$ cat src/design/regex_scan_defines.svh
`ifndef REGEX_SCAN_DEFINES_SVH
`define REGEX_SCAN_DEFINES_SVH

// Number of stream contexts held in the state memory
`define REGEX_SCAN_STREAMS 64

// Stream id width, enough to index every context
`define REGEX_SCAN_SID_W 6

// Packet match counter width, wraps on overflow
`define REGEX_SCAN_CNT_W 16

`endif

$ cat src/design/regex_scan_pkg.sv
`default_nettype none

package regex_scan_pkg;

   // Automaton progress through the command word HELO
   // Two bits, stored unchanged in the per-stream context memory
   typedef enum logic [1:0]
   {
      // Nothing matched yet
      S_IDLE = 2'd0,
      // Seen H
      S_H    = 2'd1,
      // Seen HE
      S_HE   = 2'd2,
      // Seen HEL, an O completes the word
      S_HEL  = 2'd3
   } dfa_state_e;

   // Pattern characters, upper case ASCII only
   localparam logic [7:0] CH_H = 8'h48;
   localparam logic [7:0] CH_E = 8'h45;
   localparam logic [7:0] CH_L = 8'h4c;
   localparam logic [7:0] CH_O = 8'h4f;

endpackage

`default_nettype wire

$ cat src/design/dfa_if.sv
`timescale 1ns/1ns
`default_nettype none

interface dfa_if;
   import regex_scan_pkg::*;

   // Restore path, one-cycle strobe with the state to load
   dfa_state_e state_in;
   logic       state_in_vld;

   // Character path, passed through from the top level
   logic [7:0] char_in;
   logic       char_in_vld;

   // Current automaton state as a level, and the match pulse
   dfa_state_e state_out;
   logic       accept_out;

   // Context side drives restore and characters
   modport ctx (
      output state_in, state_in_vld, char_in, char_in_vld,
      input  state_out, accept_out
   );

   // Automaton side reports its state and matches
   modport dfa (
      input  state_in, state_in_vld, char_in, char_in_vld,
      output state_out, accept_out
   );

endinterface

`default_nettype wire

$ cat src/design/pattern_dfa.sv
`timescale 1ns/1ns
`default_nettype none

module pattern_dfa (
   input logic clk,
   input logic rst_n,
   dfa_if.dfa  dfa
);
   import regex_scan_pkg::*;

   // Automaton state register and the registered match pulse
   dfa_state_e state_q;
   logic       accept_q;

   // Result of the transition function for the current character
   dfa_state_e next_st;
   logic       hit;

   // Transition function for HELO
   // A mismatching H restarts at S_H, anything else drops to S_IDLE
   // No other overlap is possible, as HELO has no proper border
   always_comb
   begin
      next_st = S_IDLE;
      hit     = 1'b0;
      case (state_q)
         S_IDLE:
         begin
            if (dfa.char_in == CH_H)
               next_st = S_H;
         end
         S_H:
         begin
            if (dfa.char_in == CH_E)
               next_st = S_HE;
            else if (dfa.char_in == CH_H)
               next_st = S_H;
         end
         S_HE:
         begin
            if (dfa.char_in == CH_L)
               next_st = S_HEL;
            else if (dfa.char_in == CH_H)
               next_st = S_H;
         end
         S_HEL:
         begin
            // Final O, report the match and start over
            if (dfa.char_in == CH_O)
               hit = 1'b1;
            else if (dfa.char_in == CH_H)
               next_st = S_H;
         end
         default:
         begin
            next_st = S_IDLE;
         end
      endcase
   end

   // State update, a restore wins over a character in the same cycle
   always_ff @(posedge clk)
   begin
      if (!rst_n)
      begin
         state_q  <= S_IDLE;
         accept_q <= 1'b0;
      end
      else
      begin
         // Pulse lasts one cycle unless another match follows
         accept_q <= 1'b0;
         if (dfa.state_in_vld)
            state_q <= dfa.state_in;
         else if (dfa.char_in_vld)
         begin
            state_q  <= next_st;
            accept_q <= hit;
         end
      end
   end

   // State is visible as a level for the save at end of packet
   assign dfa.state_out  = state_q;
   assign dfa.accept_out = accept_q;

endmodule

`default_nettype wire

$ cat src/design/stream_context.sv
`timescale 1ns/1ns
`default_nettype none

`include "regex_scan_defines.svh"

module stream_context (
   input  logic                         clk,
   input  logic                         rst_n,
   input  logic                         load_state,
   input  logic                         new_stream_id,
   input  logic                         eop,
   input  logic                         enable,
   input  logic                         char_in_vld,
   input  logic [`REGEX_SCAN_SID_W-1:0] stream_id,
   input  logic [7:0]                   char_in,
   output logic [`REGEX_SCAN_CNT_W-1:0] count,
   output logic                         fired,
   dfa_if.ctx                           dfa
);
   import regex_scan_pkg::*;

   // Saved automaton state, one entry per stream
   dfa_state_e state_mem [`REGEX_SCAN_STREAMS];

   // Restore register and its strobe toward the automaton
   dfa_state_e state_in_q;
   logic       state_in_vld_q;

   // Speculative match flag for the packet in progress
   logic spec_match;

   // Packet match counter
   logic [`REGEX_SCAN_CNT_W-1:0] count_q;

   // Save on an enabled end of packet
   logic save_en;

   assign save_en = eop & enable;

   // Context memory write, state as it stands at end of packet
   always_ff @(posedge clk)
   begin
      if (save_en)
         state_mem[stream_id] <= dfa.state_out;
   end

   // Restore value, fresh streams start from S_IDLE
   always_ff @(posedge clk)
   begin
      if (load_state)
      begin
         if (new_stream_id)
            state_in_q <= S_IDLE;
         else
            state_in_q <= state_mem[stream_id];
      end
   end

   // Restore strobe, high for one cycle after load_state
   always_ff @(posedge clk)
   begin
      if (!rst_n)
         state_in_vld_q <= 1'b0;
      else
         state_in_vld_q <= load_state;
   end

   // Match flag and counter
   always_ff @(posedge clk)
   begin
      if (!rst_n)
      begin
         spec_match <= 1'b0;
         count_q    <= '0;
      end
      else
      begin
         // New packet starts without a match
         if (load_state)
            spec_match <= 1'b0;

         // Any match within the packet sets the flag
         if (dfa.accept_out)
            spec_match <= 1'b1;

         if (eop)
         begin
            // Enabled stream commits the flag to the count
            if (enable)
               count_q <= count_q + {{(`REGEX_SCAN_CNT_W-1){1'b0}}, spec_match};
            else
               spec_match <= 1'b0;
         end
      end
   end

   assign dfa.state_in     = state_in_q;
   assign dfa.state_in_vld = state_in_vld_q;

   // Characters go straight to the automaton
   assign dfa.char_in     = char_in;
   assign dfa.char_in_vld = char_in_vld;

   assign count = count_q;
   assign fired = spec_match;

endmodule

`default_nettype wire

$ cat src/design/regex_scan_top.sv
`timescale 1ns/1ns
`default_nettype none

`include "regex_scan_defines.svh"

module regex_scan_top (
   input  logic                         clk,
   input  logic                         rst_n,
   input  logic                         load_state,
   input  logic                         new_stream_id,
   input  logic [`REGEX_SCAN_SID_W-1:0] stream_id,
   input  logic [7:0]                   char_in,
   input  logic                         char_in_vld,
   input  logic                         eop,
   input  logic                         enable,
   output logic [`REGEX_SCAN_CNT_W-1:0] count,
   output logic                         fired
);

   // Link between the context block and the automaton
   dfa_if dfa_i ();

   // Per-stream state, match flag and counter
   stream_context stream_context_i (
      .clk           (clk),
      .rst_n         (rst_n),
      .load_state    (load_state),
      .new_stream_id (new_stream_id),
      .eop           (eop),
      .enable        (enable),
      .char_in_vld   (char_in_vld),
      .stream_id     (stream_id),
      .char_in       (char_in),
      .count         (count),
      .fired         (fired),
      .dfa           (dfa_i.ctx)
   );

   // HELO recognizer
   pattern_dfa pattern_dfa_i (
      .clk   (clk),
      .rst_n (rst_n),
      .dfa   (dfa_i.dfa)
   );

endmodule

`default_nettype wire

$ cat config.mk
export PLATFORM = sky130hd
export DESIGN_NAME = regex_scan_top
export DESIGN_NICKNAME = d
export VERILOG_FILES = /design/src/design/regex_scan_pkg.sv /design/src/design/dfa_if.sv /design/src/design/pattern_dfa.sv /design/src/design/stream_context.sv /design/src/design/regex_scan_top.sv
export VERILOG_INCLUDE_DIRS = /design/src /design/src/design
export SDC_FILE = /design/constraint.sdc
export NUM_CORES = 1
export LEC_CHECK = 0
export BUFFER_PORTS_ARGS = -buffer_cell sky130_fd_sc_hd__buf_2
export CORE_AREA = 2 2 93 139
export CTS_CLUSTER_DIAMETER = 120
export DETAILED_ROUTE_END_ITERATION = 16
export DIE_AREA = 0 0 95 141
export PLACE_DENSITY_LB_ADDON = 0.25
export SYNTH_ARGS = -nofsm -noshare
export SYNTH_HDL_FRONTEND = slang
export SYNTH_HIERARCHICAL = 1
export SYNTH_SLANG_ARGS = --single-unit
export TNS_END_PERCENT = 100
$ cat constraint.sdc
create_clock -name clk -period 3.1 [get_ports clk]
set_input_delay 0.155 -clock clk [delete_from_list [all_inputs] [get_ports clk]]
set_output_delay 0.155 -clock clk [all_outputs]
set_load 0.005 [all_outputs]
Word-level counts from Yosys, hierarchy flattened
Memory sizes are Yosys's and may differ from the RTL's. A register that Yosys moved wholly into a read port is not among the register bits.
Cells that the tools add are included.
Storage, ports and cells
  bits in registers: 21
  memories: 1
  input port bits: 21
  output and inout port bits: 17
  memory bits (read-only): 0
  latch bits: 0
  RAM bits: 128
  word-level logic and storage cells: 36
Operators by class
  div/mod/pow operators: 0
  shift-type cells: 0
  $lt $le $gt $ge: 0
  multipliers: 0
  reductions and logical operators: 4
  bitwise logic cells: 4
  add/sub/neg operators: 1
  muxes and demuxes: 14
  eq/ne operators: 7
Memories
  stream_context_i.state_mem: depth 64, width 2, rd ports 1, clocked after memory_dff 1, write ports 1, line stream_context.sv:23  | dfa_state_e state_mem [`REGEX_SCAN_STREAMS];
Operators with widths (number)
  $eq A8 B7 Y1 const B: 4
  $add A16 B1 Y16: 1
  $mux W1: 9
  $mux W2: 4
  $pmux W2 S4: 1
  $eq A2 B2 Y1 const B: 2
  $reduce_or A4 Y1: 1
  $not A1 Y1: 3
  $eq A2 B1 Y1 const B: 1
  $logic_not A2 Y1: 1
  $reduce_and A2 Y1: 1
  $reduce_bool A2 Y1: 1
  $and A1 B1 Y1: 1

Depth between registers and ports, before layout
  depth after elaboration: 6
  gate-level depth with buffers: 7
  gate-level depth less buffers: 6

By module
The synthesis kept the hierarchy.
Modules (own cells, without submodules)
  stream_context: area an instance 6346.1 um^2, cells an instance 403, times used 1, sequential area each 4264.1 um^2
  pattern_dfa: area an instance 222.7 um^2, cells an instance 25, times used 1, sequential area each 60.1 um^2

Worst setup path before layout
OpenSTA, ideal clock, no wires.
  path type: register to register
  from: register pattern_dfa_i.state_q[0], in the netlist pattern_dfa_i/dfa.state_out[0]
  to: register pattern_dfa_i.state_q[1], in the netlist pattern_dfa_i/dfa.state_out[1]
  setup slack: 1.369 ns
  buffers on the path: 0
  stages on the path, launching flop included: 4
  period minus slack after synthesis: 1.731 ns
  arrival time: 1.609 ns
  required time: 2.978 ns
  library setup time: 0.122 ns
  cell sequence: dfxtp_1 -> and4bb_1 -> o211ai_2 -> a21oi_2
On the way
  longest elaborated chain between the ends: 4
  elaborated cells between the ends (all ways): 7
  those cells by class: eq/ne: 3; mux: 3; reduce/logical: 1
RTL lines
  from (decl): line pattern_dfa.sv:12  | dfa_state_e state_q;
  from (signal assigned): line pattern_dfa.sv:74  | state_q <= dfa.state_in;
  from (signal assigned): line pattern_dfa.sv:77  | state_q <= next_st;
  $eq A2 B2 Y1, or another cell as far along: line pattern_dfa.sv:26  | case (state_q)
  $pmux W2 S4 (*): line pattern_dfa.sv:26
  $mux W2 (*): line pattern_dfa.sv:75  | else if (dfa.char_in_vld)
  $mux W2 (*): line pattern_dfa.sv:73  | if (dfa.state_in_vld)
Every way passes the cells marked *; elsewhere a longest branch is shown, timed or not. The select of a mux whose other input is x is not followed.
A chain may end at the register's enable or synchronous reset.

==> flow_metrics.env <==
export IMPL_fin_util_pct=59.4
export IMPL_final_cell_mix="130 x edfxtp_1, 75 x nor2_1, 37 x buf_2"
export IMPL_criticalPathCategory="in2reg"
export IMPL_p_leak_nw=2.57
export IMPL_core_area_um2=12300
export IMPL_drc=0
export IMPL_ir_drop_uv=361
export IMPL_async_reset_ff_share_pct=0
export IMPL_die_h_um=141
export IMPL_placed_area_um2=6730
export IMPL_grt_usage_pct=20.6
export IMPL_drive_above_1_share_pct=17.8
export IMPL_skew_ns=0.00470
export IMPL_synthFlopType="edfxtp_1"
export IMPL_grt_pass1_wl_um=19800
export IMPL_root_buffer="clkbuf_16"
export IMPL_dr_pass1_iters=6
export IMPL_holdBufCountCts=0
export IMPL_finalSetupViolCount=0
export IMPL_portBuffers=37
export IMPL_vias_per_cell=5.88
export IMPL_place_gp_congestion=0.746
export IMPL_dr_total_vias=3689
export IMPL_insertion_delay_ns=0.42
export IMPL_rsz0062_at_grt="no"
export IMPL_hold_path_class="in2reg"
export IMPL_num_rows=50
export IMPL_yosys_warnings=6
export IMPL_yosys_area_top_type="edfxtp_1"
export IMPL_start_util_pct=53.3
export IMPL_p_total_mw=4.48
export IMPL_worst_pin_slew_ns=0.809
export IMPL_fin_ws_ns=1.18
export IMPL_arrival_ns=2.07
export IMPL_worst_setup_path_end_kind="flip-flop"
export IMPL_syn_inst=428
export IMPL_grt_max_degree=41
export IMPL_synth_seq_cells=151
export IMPL_design_area_um2=7320
export IMPL_synth_area_per_cell_um2=15.3
export IMPL_top_level_ports=38
export IMPL_diodes=0
export IMPL_detail_route_wirelength_um=12900
export IMPL_syn_nets=451
export IMPL_dp_hpwl_um=8360
export IMPL_fin_crit_sh_pct=61.9
export IMPL_cts_sinks=151
export IMPL_cts_tree="yes"
export IMPL_synth_edf_count=130
export IMPL_critPathLaunchType="primary input"
export IMPL_p_per_area_nw_per_um2=612
export IMPL_ys_types=47
export IMPL_synth_area_leaders="edfxtp_1 59%, mux4_1 8.0%, dfxtp_1 6.4%, nor2_1 4.3%, mux4_2 3.8%"
export IMPL_antenna_found_initial=0
export IMPL_status="complete, no violations"
export IMPL_first_iter_violations=398
export IMPL_tns_ns=0
export IMPL_die_x_um=95
export IMPL_grt_ovfl_total=0
export IMPL_htree_num_levels=4
export IMPL_cts_max_path_buffers=2
export IMPL_place_ws_ns=0.708
export IMPL_post_route_min_period_ns=1.92
export IMPL_final_max_slew_viol_count=0
export IMPL_grt_pass1_vias=3695
export IMPL_layout_nets=482
export IMPL_antenna_left=0
export IMPL_required_ns=3.25
export IMPL_die_area_um2=13400
export IMPL_post_cts_resized=0
export IMPL_cap_violations=0
export IMPL_synth_top_cell_area_share_pct=59.4
export IMPL_final_common_cell="edfxtp_1"
export IMPL_final_hold_viol_count=0
export IMPL_area_growth_pct=11.5
export IMPL_postCtsSetupRepairBufs=0
export IMPL_syn_area_um2=6570
export IMPL_worst_path_max_fanout=29
export IMPL_relSlewSlack_pct=46.1
export IMPL_path_clk_slew_ns=0.06
export IMPL_wl_per_cell_um=20.6
export IMPL_cts_inserted_buffers=17
export IMPL_ys_seq_area_share_pct=65.8
export IMPL_fmax_mhz=521
## report_power, final
group,internal (mW),switching [mW]
registers,2.21,0.0179
clock network,1.32,0.754
logic,0.0702,0.105
## per-stage QoR
| step | hold WS [ns] | std cells |
|---|---|---|
| finish | 0.0360 | 627 |
| global route | 0.0265 | 627 |
| CTS | 0.0215 | 627 |
| detailed placement | 0.452 | 596 |
| global placement | 0.445 | 596 |
| floorplan | 0.267 | 428 |
## synth_stat cells (6+ instances only)
master    instances
a21oi_1           7
and2_1           14
buf_4            10
dfxtp_1          21
edfxtp_1        130
mux2i_1          10
mux4_1           20
mux4_2           11
nand2_1          20
nand3_1          13
nor2_1           75
nor2b_1           8
xnor2_1           6
xor2_1            8
## kinds of logic (layout without fill, tap and decap cells)
kind of cell,after synthesis,after routing,synth area share (%)
AO/OA/AOI/OAI,26,26,2.61
XOR/XNOR,14,14,1.87
AND/OR/NAND/NOR,161,161,12.1
flip-flops,151,151,65.8
buffers and inverters,33,76,3.96
adder cells (fa/ha/maj),2,2,0.381
multiplexers,41,41,13.3
## path summary, 6_finish.rpt
kind / start / endpoint / slack [ns] / cells past startpoint
min: load_state / stream_context_i/dfa.state_in[0] / 0.04 / 1
min reg2reg: pattern_dfa_i/dfa.accept_out / stream_context_i/fired / 0.47 / 2
max reg2reg: stream_context_i/state_mem[50][1] / stream_context_i/dfa.state_in[1] / 1.24 / 5
max: stream_id[0] / stream_context_i/dfa.state_in[0] / 1.18 / 6
## layer usage
layer	vias up	wire length [um]	part of all wire, %	track usage [%]
met1	1863	5120	40	24.4
met3	16	633	4.9	4.76
met2	117	6970	54	36.4
met5	-	0	0	0
li1	1693	-	-	-
met4	0	186	1.4	6.94
## area by class of cell
type / count / area, um^2
Clock buffer: 18 / 429
Tap cell: 156 / 195
Sequential cell: 151 / 4330
Fill cell: 942 / 5000
Timing Repair Buffer: 40 / 208
Inverter: 5 / 18.8
Multi-Input combinational cell: 244 / 1980
Clock inverter: 13 / 161
## critical path: stages
cell	delay, ns
buf_2	0.62
mux4_1	0.63
nor2b_1	0.14
a221oi_1	0.26
a22o_1	0.19
a31oi_1	0.08
## registers in the layout (all words and copies together) (netlist names)
register and cells:
stream_context_i/count 16, stream_context_i/dfa.state_in_vld 1, stream_context_i/dfa.state_in 2, stream_context_i/state_mem 128
pattern_dfa_i/dfa.state_out 2, stream_context_i/fired 1, pattern_dfa_i/dfa.accept_out 1
(Power assumes the default switching activity.)
